$ cat src/logic/core_pkg.sv
// Shared widths, instruction fields and ALU encodings for the three-stage core.
// Every design file refers to these by scoped name.

`default_nettype none

package core_pkg;

    // ----------------------------------------------------------------------
    // Widths and basic types
    // ----------------------------------------------------------------------

    localparam int XLEN       = 32;              // Data path width
    localparam int REG_ADDR_W = 5;               // x0..x31
    localparam int SHAMT_W    = 5;               // Shift amount bits used

    typedef logic [XLEN-1:0]       word_t;       // Register value or instruction
    typedef logic [REG_ADDR_W-1:0] reg_addr_t;   // Register index

    // ----------------------------------------------------------------------
    // Instruction field positions
    // ----------------------------------------------------------------------

    localparam int RD_LSB  = 7;                  // rd field
    localparam int F3_LSB  = 12;                 // funct3 field
    localparam int RS1_LSB = 15;                 // rs1 field
    localparam int RS2_LSB = 20;                 // rs2 field, also I-imm low end
    localparam int F7_LSB  = 25;                 // funct7 field
    localparam int F7_ALT  = 30;                 // Selects SUB and SRA

    // Major opcodes of the two arithmetic groups
    localparam logic [6:0] OPC_OP     = 7'b0110011;   // Register-register
    localparam logic [6:0] OPC_OP_IMM = 7'b0010011;   // Register-immediate

    // funct3 codes
    localparam logic [2:0] F3_ADD_SUB = 3'b000;
    localparam logic [2:0] F3_SLL     = 3'b001;
    localparam logic [2:0] F3_SLT     = 3'b010;
    localparam logic [2:0] F3_SLTU    = 3'b011;
    localparam logic [2:0] F3_XOR     = 3'b100;
    localparam logic [2:0] F3_SR      = 3'b101;  // SRL or SRA by funct7
    localparam logic [2:0] F3_OR      = 3'b110;
    localparam logic [2:0] F3_AND     = 3'b111;

    // ----------------------------------------------------------------------
    // ALU operations
    // ----------------------------------------------------------------------

    typedef enum logic [3:0] {
        ALU_ADD,
        ALU_SUB,
        ALU_SLL,
        ALU_SLT,                                 // Signed compare
        ALU_SLTU,                                // Unsigned compare
        ALU_XOR,
        ALU_SRL,
        ALU_SRA,
        ALU_OR,
        ALU_AND
    } alu_op_e;

endpackage

`default_nettype wire
$ cat src/logic/core_pipe_if.sv
// Stage-to-stage buses of the core: register read port, decode to execute
// and execute to result. No back-pressure on any of them.

`timescale 1ns/1ps
`default_nettype none

// Combinational register file read, two ports
interface gpr_rd_if;
    core_pkg::reg_addr_t rs1_addr;               // From decode
    core_pkg::reg_addr_t rs2_addr;
    core_pkg::word_t     rs1_data;               // From the register file
    core_pkg::word_t     rs2_data;

    modport reader (output rs1_addr, rs2_addr, input  rs1_data, rs2_data);
    modport file   (input  rs1_addr, rs2_addr, output rs1_data, rs2_data);
endinterface

// Decoded instruction, one-cycle valid strobe
interface issue_if;
    logic                valid;
    core_pkg::alu_op_e   op;
    core_pkg::reg_addr_t rs1_addr;               // Kept for forwarding compare
    core_pkg::reg_addr_t rs2_addr;
    core_pkg::word_t     rs1_data;               // Read at decode, may be stale
    core_pkg::word_t     rs2_data;
    logic                use_imm;                // I-type, no rs2
    core_pkg::word_t     imm;                    // Sign-extended
    core_pkg::reg_addr_t rd;
    core_pkg::word_t     instr;
    logic                trap;                   // Illegal encoding

    modport issue (output valid, op, rs1_addr, rs2_addr, rs1_data, rs2_data,
                   use_imm, imm, rd, instr, trap);
    modport exec  (input  valid, op, rs1_addr, rs2_addr, rs1_data, rs2_data,
                   use_imm, imm, rd, instr, trap);
endinterface

// Executed instruction waiting to retire
interface result_if;
    logic                valid;
    core_pkg::reg_addr_t rd;
    core_pkg::word_t     wdata;                  // ALU result
    core_pkg::word_t     instr;
    logic                trap;

    // Execute also reads these back for forwarding
    modport produce (output valid, rd, wdata, instr, trap);
    modport retire  (input  valid, rd, wdata, instr, trap);
endinterface

`default_nettype wire

$ cat src/logic/core_top.sv
// Top level of the three-stage integer core. Instructions enter on a valid
// strobe and retire two cycles later on the ret_* outputs.

`timescale 1ns/1ps
`default_nettype none

module core_top (
    input  logic                g_clk,
    input  logic                rst_n,           // Sync, active low
    input  logic                instr_valid,     // Sample instr this edge
    input  core_pkg::word_t     instr,
    output logic                ret_valid,       // Retire strobe
    output core_pkg::word_t     ret_instr,
    output core_pkg::reg_addr_t ret_rd,          // Zero on trap
    output core_pkg::word_t     ret_wdata,       // Zero on trap
    output logic                ret_trap         // Illegal instruction
);

    // ----------------------------------------------------------------------
    // Stage buses
    // ----------------------------------------------------------------------

    gpr_rd_if gpr_bus ();                        // Decode reads register file
    issue_if  iss_bus ();                        // Decode to execute
    result_if res_bus ();                        // Execute to result

    core_decode u_decode (
        .g_clk       (g_clk),
        .rst_n       (rst_n),
        .instr_valid (instr_valid),
        .instr       (instr),
        .gpr         (gpr_bus.reader),
        .iss         (iss_bus.issue)
    );

    core_execute u_execute (
        .g_clk (g_clk),
        .rst_n (rst_n),
        .iss   (iss_bus.exec),
        .res   (res_bus.produce)
    );

    core_result u_result (
        .g_clk     (g_clk),
        .rst_n     (rst_n),
        .res       (res_bus.retire),
        .gpr       (gpr_bus.file),
        .ret_valid (ret_valid),
        .ret_instr (ret_instr),
        .ret_rd    (ret_rd),
        .ret_wdata (ret_wdata),
        .ret_trap  (ret_trap)
    );

endmodule

`default_nettype wire

$ cat src/logic/core_result.sv
// Result stage. Holds the 31 general registers, writes back at the end of
// the retire cycle and shows the retiring instruction on the ret_* outputs.

`timescale 1ns/1ps
`default_nettype none

module core_result (
    input  logic                g_clk,
    input  logic                rst_n,
    result_if.retire            res,
    gpr_rd_if.file              gpr,
    output logic                ret_valid,
    output core_pkg::word_t     ret_instr,
    output core_pkg::reg_addr_t ret_rd,
    output core_pkg::word_t     ret_wdata,
    output logic                ret_trap
);

    core_pkg::word_t regs [1:31];                    // x0 is not stored
    logic            gpr_wen;

    assign gpr_wen = res.valid && !res.trap && (res.rd != '0);

    // ----------------------------------------------------------------------
    // Register file
    // ----------------------------------------------------------------------

    always_ff @(posedge g_clk) begin
        if (!rst_n) begin
            for (int i = 1; i < 32; i++) begin
                regs[i] <= '0;                       // Architectural state starts at zero
            end
        end else if (gpr_wen) begin
            regs[res.rd] <= res.wdata;
        end
    end

    // Write-through, so decode sees the instruction two places older
    assign gpr.rs1_data = (gpr.rs1_addr == '0)                   ? '0        :
                          (gpr_wen && (res.rd == gpr.rs1_addr))  ? res.wdata :
                                                                   regs[gpr.rs1_addr];
    assign gpr.rs2_data = (gpr.rs2_addr == '0)                   ? '0        :
                          (gpr_wen && (res.rd == gpr.rs2_addr))  ? res.wdata :
                                                                   regs[gpr.rs2_addr];

    // ----------------------------------------------------------------------
    // Retirement report
    // ----------------------------------------------------------------------

    assign ret_valid = res.valid;
    assign ret_instr = res.instr;
    assign ret_trap  = res.valid && res.trap;        // Only meaningful with valid
    assign ret_rd    = res.trap ? '0 : res.rd;       // Trap shows nothing written
    assign ret_wdata = res.trap ? '0 : res.wdata;    // x0 writes still show value

endmodule

`default_nettype wire

$ cat src/logic/core_execute.sv
// Execute stage. Forwards the result of the instruction one place older,
// runs the ALU and registers the outcome for the result stage.

`timescale 1ns/1ps
`default_nettype none

module core_execute (
    input  logic        g_clk,
    input  logic        rst_n,
    issue_if.exec       iss,
    result_if.produce   res
);

    logic                              res_wr;       // Older instr will write rd
    logic                              fwd_rs1;
    logic                              fwd_rs2;
    core_pkg::word_t                   lhs;
    core_pkg::word_t                   rs2_val;
    core_pkg::word_t                   rhs;
    core_pkg::word_t                   alu_out;
    logic [core_pkg::SHAMT_W-1:0]      shamt;

    // ----------------------------------------------------------------------
    // Operand forwarding
    // ----------------------------------------------------------------------

    assign res_wr  = res.valid && !res.trap && (res.rd != '0);
    assign fwd_rs1 = res_wr && (res.rd == iss.rs1_addr);
    assign fwd_rs2 = res_wr && (res.rd == iss.rs2_addr);

    assign lhs     = fwd_rs1 ? res.wdata : iss.rs1_data;
    assign rs2_val = fwd_rs2 ? res.wdata : iss.rs2_data;
    assign rhs     = iss.use_imm ? iss.imm : rs2_val;     // I-type takes imm
    assign shamt   = rhs[core_pkg::SHAMT_W-1:0];

    // ----------------------------------------------------------------------
    // ALU
    // ----------------------------------------------------------------------

    always_comb begin
        case (iss.op)
            core_pkg::ALU_ADD:  alu_out = lhs + rhs;
            core_pkg::ALU_SUB:  alu_out = lhs - rhs;
            core_pkg::ALU_SLL:  alu_out = lhs << shamt;
            core_pkg::ALU_SLT:  alu_out = core_pkg::word_t'($signed(lhs) < $signed(rhs));
            core_pkg::ALU_SLTU: alu_out = core_pkg::word_t'(lhs < rhs);
            core_pkg::ALU_XOR:  alu_out = lhs ^ rhs;
            core_pkg::ALU_SRL:  alu_out = lhs >> shamt;
            core_pkg::ALU_SRA:  alu_out = $unsigned($signed(lhs) >>> shamt); // Keep sign
            core_pkg::ALU_OR:   alu_out = lhs | rhs;
            core_pkg::ALU_AND:  alu_out = lhs & rhs;
            default:            alu_out = '0;        // Unused encodings
        endcase
    end

    // ----------------------------------------------------------------------
    // Result-stage register
    // ----------------------------------------------------------------------

    always_ff @(posedge g_clk) begin
        if (!rst_n) begin
            res.valid <= 1'b0;
        end else begin
            res.valid <= iss.valid;
        end
    end

    always_ff @(posedge g_clk) begin
        if (iss.valid) begin
            res.wdata <= alu_out;
            res.rd    <= iss.rd;
            res.instr <= iss.instr;
            res.trap  <= iss.trap;                   // Blocks the write later
        end
    end

endmodule

`default_nettype wire

$ cat src/logic/core_decode.sv
// Decode stage. Splits the instruction, reads the register file, builds the
// immediate and flags illegal encodings, then registers it all for execute.

`timescale 1ns/1ps
`default_nettype none

module core_decode (
    input  logic            g_clk,
    input  logic            rst_n,
    input  logic            instr_valid,             // One instruction per strobe
    input  core_pkg::word_t instr,
    gpr_rd_if.reader        gpr,
    issue_if.issue          iss
);

    logic [6:0]          opcode;
    logic [2:0]          funct3;
    logic [6:0]          funct7;
    logic [6:0]          f7_rest;                    // funct7 without the ALT bit
    logic                f7_alt;
    logic                is_op;
    logic                is_imm;
    logic                f7_bad;
    logic                trap;
    core_pkg::alu_op_e   op;
    core_pkg::reg_addr_t rd;
    core_pkg::word_t     imm;

    // ----------------------------------------------------------------------
    // Field extraction
    // ----------------------------------------------------------------------

    assign opcode  = instr[6:0];
    assign funct3  = instr[core_pkg::F3_LSB +: 3];
    assign funct7  = instr[core_pkg::F7_LSB +: 7];
    assign f7_alt  = instr[core_pkg::F7_ALT];
    assign f7_rest = funct7 & ~(7'b1 << (core_pkg::F7_ALT - core_pkg::F7_LSB));
    assign rd      = instr[core_pkg::RD_LSB +: core_pkg::REG_ADDR_W];

    assign gpr.rs1_addr = instr[core_pkg::RS1_LSB +: core_pkg::REG_ADDR_W];
    assign gpr.rs2_addr = instr[core_pkg::RS2_LSB +: core_pkg::REG_ADDR_W]; // Unused for I-type

    assign imm = {{(core_pkg::XLEN-12){instr[31]}}, instr[31:20]};   // I-type sign extend

    assign is_op  = (opcode == core_pkg::OPC_OP);
    assign is_imm = (opcode == core_pkg::OPC_OP_IMM);

    // ----------------------------------------------------------------------
    // Operation select and funct7 legality
    // ----------------------------------------------------------------------

    always_comb begin
        op     = core_pkg::ALU_ADD;
        f7_bad = 1'b0;
        case (funct3)
            core_pkg::F3_ADD_SUB: begin
                op     = (is_op && f7_alt) ? core_pkg::ALU_SUB : core_pkg::ALU_ADD; // No SUBI
                f7_bad = is_op && (f7_rest != '0);
            end
            core_pkg::F3_SLL: begin
                op     = core_pkg::ALU_SLL;
                f7_bad = (funct7 != '0);             // Also imm[11:5] of SLLI
            end
            core_pkg::F3_SLT: begin
                op     = core_pkg::ALU_SLT;
                f7_bad = is_op && (funct7 != '0);
            end
            core_pkg::F3_SLTU: begin
                op     = core_pkg::ALU_SLTU;
                f7_bad = is_op && (funct7 != '0);
            end
            core_pkg::F3_XOR: begin
                op     = core_pkg::ALU_XOR;
                f7_bad = is_op && (funct7 != '0);
            end
            core_pkg::F3_SR: begin
                op     = f7_alt ? core_pkg::ALU_SRA : core_pkg::ALU_SRL;
                f7_bad = (f7_rest != '0);            // Both groups
            end
            core_pkg::F3_OR: begin
                op     = core_pkg::ALU_OR;
                f7_bad = is_op && (funct7 != '0);
            end
            core_pkg::F3_AND: begin
                op     = core_pkg::ALU_AND;
                f7_bad = is_op && (funct7 != '0);
            end
        endcase
    end

    assign trap = !(is_op || is_imm) || f7_bad;      // Anything else is illegal

    // ----------------------------------------------------------------------
    // Issue register
    // ----------------------------------------------------------------------

    always_ff @(posedge g_clk) begin
        if (!rst_n) begin
            iss.valid <= 1'b0;
        end else begin
            iss.valid <= instr_valid;                // One-cycle strobe
        end
    end

    always_ff @(posedge g_clk) begin
        if (instr_valid) begin
            iss.op       <= op;
            iss.rs1_addr <= gpr.rs1_addr;
            iss.rs2_addr <= gpr.rs2_addr;
            iss.rs1_data <= gpr.rs1_data;            // Includes write-through
            iss.rs2_data <= gpr.rs2_data;
            iss.use_imm  <= is_imm;
            iss.imm      <= imm;
            iss.rd       <= rd;
            iss.instr    <= instr;
            iss.trap     <= trap;
        end
    end

endmodule

`default_nettype wire

$ cat config.mk
export PLATFORM = sky130hd
export DESIGN_NAME = core_top
export DESIGN_NICKNAME = d
export VERILOG_FILES = /design/src/logic/core_pkg.sv /design/src/logic/core_pipe_if.sv /design/src/logic/core_top.sv /design/src/logic/core_result.sv /design/src/logic/core_execute.sv /design/src/logic/core_decode.sv
export SDC_FILE = /design/constraint.sdc
export NUM_CORES = 2
export LEC_CHECK = 0
export BUFFER_PORTS_ARGS = -buffer_cell sky130_fd_sc_hd__buf_2
export CORE_MARGIN = 5
export CORE_UTILIZATION = 35
export DETAILED_ROUTE_END_ITERATION = 7
export PLACE_DENSITY = 0.57
export SYNTH_ARGS = -nofsm -noshare
export SYNTH_HDL_FRONTEND = slang
export SYNTH_HIERARCHICAL = 1
export SYNTH_SLANG_ARGS = --single-unit
$ cat constraint.sdc
create_clock -name g_clk -period 8.2 [get_ports g_clk]
set_clock_uncertainty 0.1 [all_clocks]
set_input_delay 0.41 -clock g_clk [delete_from_list [all_inputs] [get_ports g_clk]]
set_output_delay 0.41 -clock g_clk [all_outputs]
set_load 0.1 [all_outputs]
==> results.cfg <==
[pwr]
power_mw = 16.7
vdd_drop_max_v = 0.000237
leakage_nw = 28.9
power.density_nw_per_um2 = 209

[synth]
yosys_warnings = 6
synthFlopType = edfxtp_1
synthArstFlopShare_pct = 0
synth_top_family_by_area = multiplexers
syn_avg_cell_area_um2 = 12.3
synth_mux_area_share_pct = 19.4
synth_xor_area_share_pct = 0.580
synth_edf_count = 1196
ys_seq_elements = 1198
synth_compound_area_share_pct = 9.53
netlist.area_leader.share_pct = 49.5
netlist_area_um2 = 72500
synth_cell_types = 104
synthCells = 5909
yosys-top-cells-area = edfxtp_1 (50%), mux4_2 (11%), and2_1 (6.8%)
synth_simple_gate_area_share_pct = 13.7
synth_fa_ha_area_share_pct = 1.75
yosysSeqAreaShare_pct = 49.6
yosysTopAreaCell = edfxtp_1

[timing]
slew_viol_final = 0
timing.hold.ws_ns = 0.0455
hold_violations = 0
period_minus_slack_ns = 6.07
period_share_pct = 74.0
worst_slack_ns = 2.13
worstMarginPinSlew_ns = 1.36
finalSetupViolCount = 0
relSlewSlack_pct = 9.16
rsz0062_at_grt = false
max_freq_mhz = 165
tns_ns = 0

[placement]
gp_congestion = 0.981
pre_cts_ws_ns = 2.22
io_buffers = 105
hpwl_um = 183000

[setup_path]
cp_data_arrival_time_ns = 6.49
crit_type = flop to flop
cp-start-kind = flop
cp_max_fo = 30
crit_required_ns = 8.62
cp-end-kind = flop

[layout]
area_growth_pct = 10.3
n_fill_cell = 19456
drive_gt1_share_pct = 17.9
nets = 5886
regArea_um2 = 36000
multi_input_area_um2 = 33300

[floorplan]
initial_core_util_pct = 35.1
dieArea_um2 = 216000
die_x_um = 465
core_um2 = 207000
ios = 106
die_h_um = 465
floorplan.rows = 167

[grt]
track_usage_pct = 25.5
grt_pass1_vias = 51681
grt_pass1_wl_um = 400000
overflow = 0
grt_start_max_net_pins = 84
antenna_found_initial = 17

[drt]
antenna_left = 0
top_layer_used = met5
routed_via_density = 6.19
routed_wl_um = 284000
drtIter0Drc = 6995
dr.pass1.iters = 8
m1WireLength_um = 110000
drt-wirelength-per-cell_um = 33.1
via_count = 53096
routed-wl-met2_um = 131000
drc_errors = 0
wl_met3_um = 27200

[cts]
cts.sinks = 1198
cts_inserted_buffers = 141
cts_resized = 0
clockRootBuffer = clkbuf_16
clkTransAtPathRegs_ns = 0.06
htree_levels = 4
clock_path_buffers = 3
clock_latency_ns = 0.80
tritoncts = yes

[job]
drv_cap = 0

[min_path]
hold_class = primary input to flop

[status]
status = complete, no violations
synth_stat cells (12+ instances only):
cell type  count
nor2_1       226
or3_1         12
ha_1          98
nor2b_1       56
mux2_2        48
o31ai_1       19
a21o_1        21
o21ai_1       41
buf_4        107
xnor2_1       36
o22ai_1       69
buf_2         83
nor3_1       287
a221o_1       24
inv_1        102
nand3_1       67
o21ai_0      216
a22oi_1       59
o211ai_1      47
clkbuf_1     362
buf_6         45
a211o_1       19
a211oi_1      30
buf_1         31
mux2i_1      484
o221ai_1      21
mux2i_4       23
mux4_2       348
a21oi_1      196
nand2_1      308
edfxtp_1    1196
and2_1       790
nand2b_1      15
nor4_1        18
o21bai_1      22
xor2_1        12
a221oi_1      85
and3_1        15
a31oi_1       33
where the power goes:
part           internal (mW)  total (mW)  switching [mW]
clock                   3.58        6.25            2.67
sequential              7.02        7.20           0.176
combinational          0.986        3.27            2.29
total                   11.6        16.7            5.13
critical path: stages, from the launching register on:
cell,delay (ns)
edfxtp_1,0.65
xnor2_1,0.30
nand4_1,0.23
nor2_4,0.19
buf_4,0.52
mux2i_1,0.25
o21a_1,0.19
buf_4,0.35
inv_2,0.07
ha_1,0.29
o21bai_1,0.31
o211ai_1,0.18
a221oi_1,0.54
o32ai_1,0.16
a311oi_1,0.32
buf_4,0.21
o31ai_1,0.15
a211o_1,0.29
o21ai_0,0.21
xor2_1,0.17
o21ai_1,0.07
layout make-up:
type | instances | share of cell area [%]
Antenna cell | 15 | 0.0469
Clock buffer | 172 | 4.69
Clock inverter | 77 | 0.927
Inverter | 114 | 0.544
Multi-Input combinational cell | 3979 | 41.7
Sequential cell | 1198 | 44.9
Tap cell | 2704 | 4.23
Timing Repair Buffer | 317 | 2.93
final timing paths:
kind	from	to	slack, ns	depth (start not counted)
hold / removal	instr[20]	u_decode/iss.rs2_addr[0]	0.05	1
hold reg to reg	u_decode/iss.instr[5]	u_execute/res.instr[5]	0.31	0
setup reg to reg	u_execute/res.rd[2]	u_execute/res.wdata[31]	2.13	20
setup / recovery	u_execute/res.rd[2]	u_execute/res.wdata[31]	2.13	20
flip-flops by register name, indices dropped and copies added, names as in the netlist:
signal	count
u_decode/iss.imm	8
u_decode/iss.instr	12
u_decode/iss.op	4
u_decode/iss.rd	4
u_decode/iss.rs1_addr	4
u_decode/iss.rs1_data	32
u_decode/iss.rs2_addr	4
u_decode/iss.rs2_data	32
u_decode/iss.trap	1
u_decode/iss.use_imm	1
u_decode/iss.valid	1
u_execute/res.instr	32
u_execute/res.rd	5
u_execute/res.trap	1
u_execute/res.valid	1
u_execute/res.wdata	32
u_result/regs	1024
metrics by stage:
stage	cells	util [%]	instance area [um^2]
after CTS	8561	38.7	80000
after detailed placement	8285	36.4	75200
final	8576	38.7	80000
after global placement	8285	36.4	75200
after global routing	8561	38.7	80000
after floorplan	5940	-	72700
per-layer routing:
layer / GRT usage, % / vias up
met5: 0 / -
met4: 11.9 / 6
met3: 5.32 / 677
met2: 40.9 / 3137
met1: 33.2 / 27238
li1: - / 22038
kinds of logic (layout without fill, tap and decap cells):
| family | count (synthesis) | count (layout) |
|---|---|---|
| compound gates | 1023 | 1023 |
| simple gates | 1856 | 1856 |
| fa+ha+maj | 100 | 100 |
| buf+inv | 763 | 680 |
| mux | 920 | 920 |
| flops | 1198 | 1198 |
| other cells | 1 | 47 |
| xor+xnor | 48 | 48 |
cells in the final DEF (no fill, tap or decap), types with 19 or more instances in the layout:
cell           Yosys  final
clkinv_2           2     20
buf_4            107    180
o21ai_1           41     41
clkbuf_1         362     26
dlygate4sd3_1      0     27
a22oi_1           59     59
nor3_1           287    287
and2_1           790    788
o21ai_4            0     31
ha_1              98     98
a221oi_1          85     85
a21o_1            21     21
clkinv_1           4     33
xnor2_1           36     36
nand3_1           67     64
conb_1             1     32
mux2i_1          484    484
inv_1            102     98
nor2b_1           56     52
o221ai_1          21     21
a31oi_1           33     33
buf_2             83     96
mux2_2            48     48
a211oi_1          30     30
clkbuf_16          0    146
a21oi_1          196    196
a221o_1           24     23
mux4_2           348    348
o22ai_1           69     69
nor2_1           226    193
a211o_1           19     19
nor2_4             0     22
o211ai_1          47     47
mux2i_4           23     23
edfxtp_1        1196   1196
o21ai_0          216    185
nand2_1          308    306
o31ai_1           19     19
o21bai_1          22     22
repair_timing:
item,in CTS,in global routing
hold buffers,27,0
setup buffers,0,0
endpoints found under the hold margin,64,0
(Power assumes the default switching activity.)
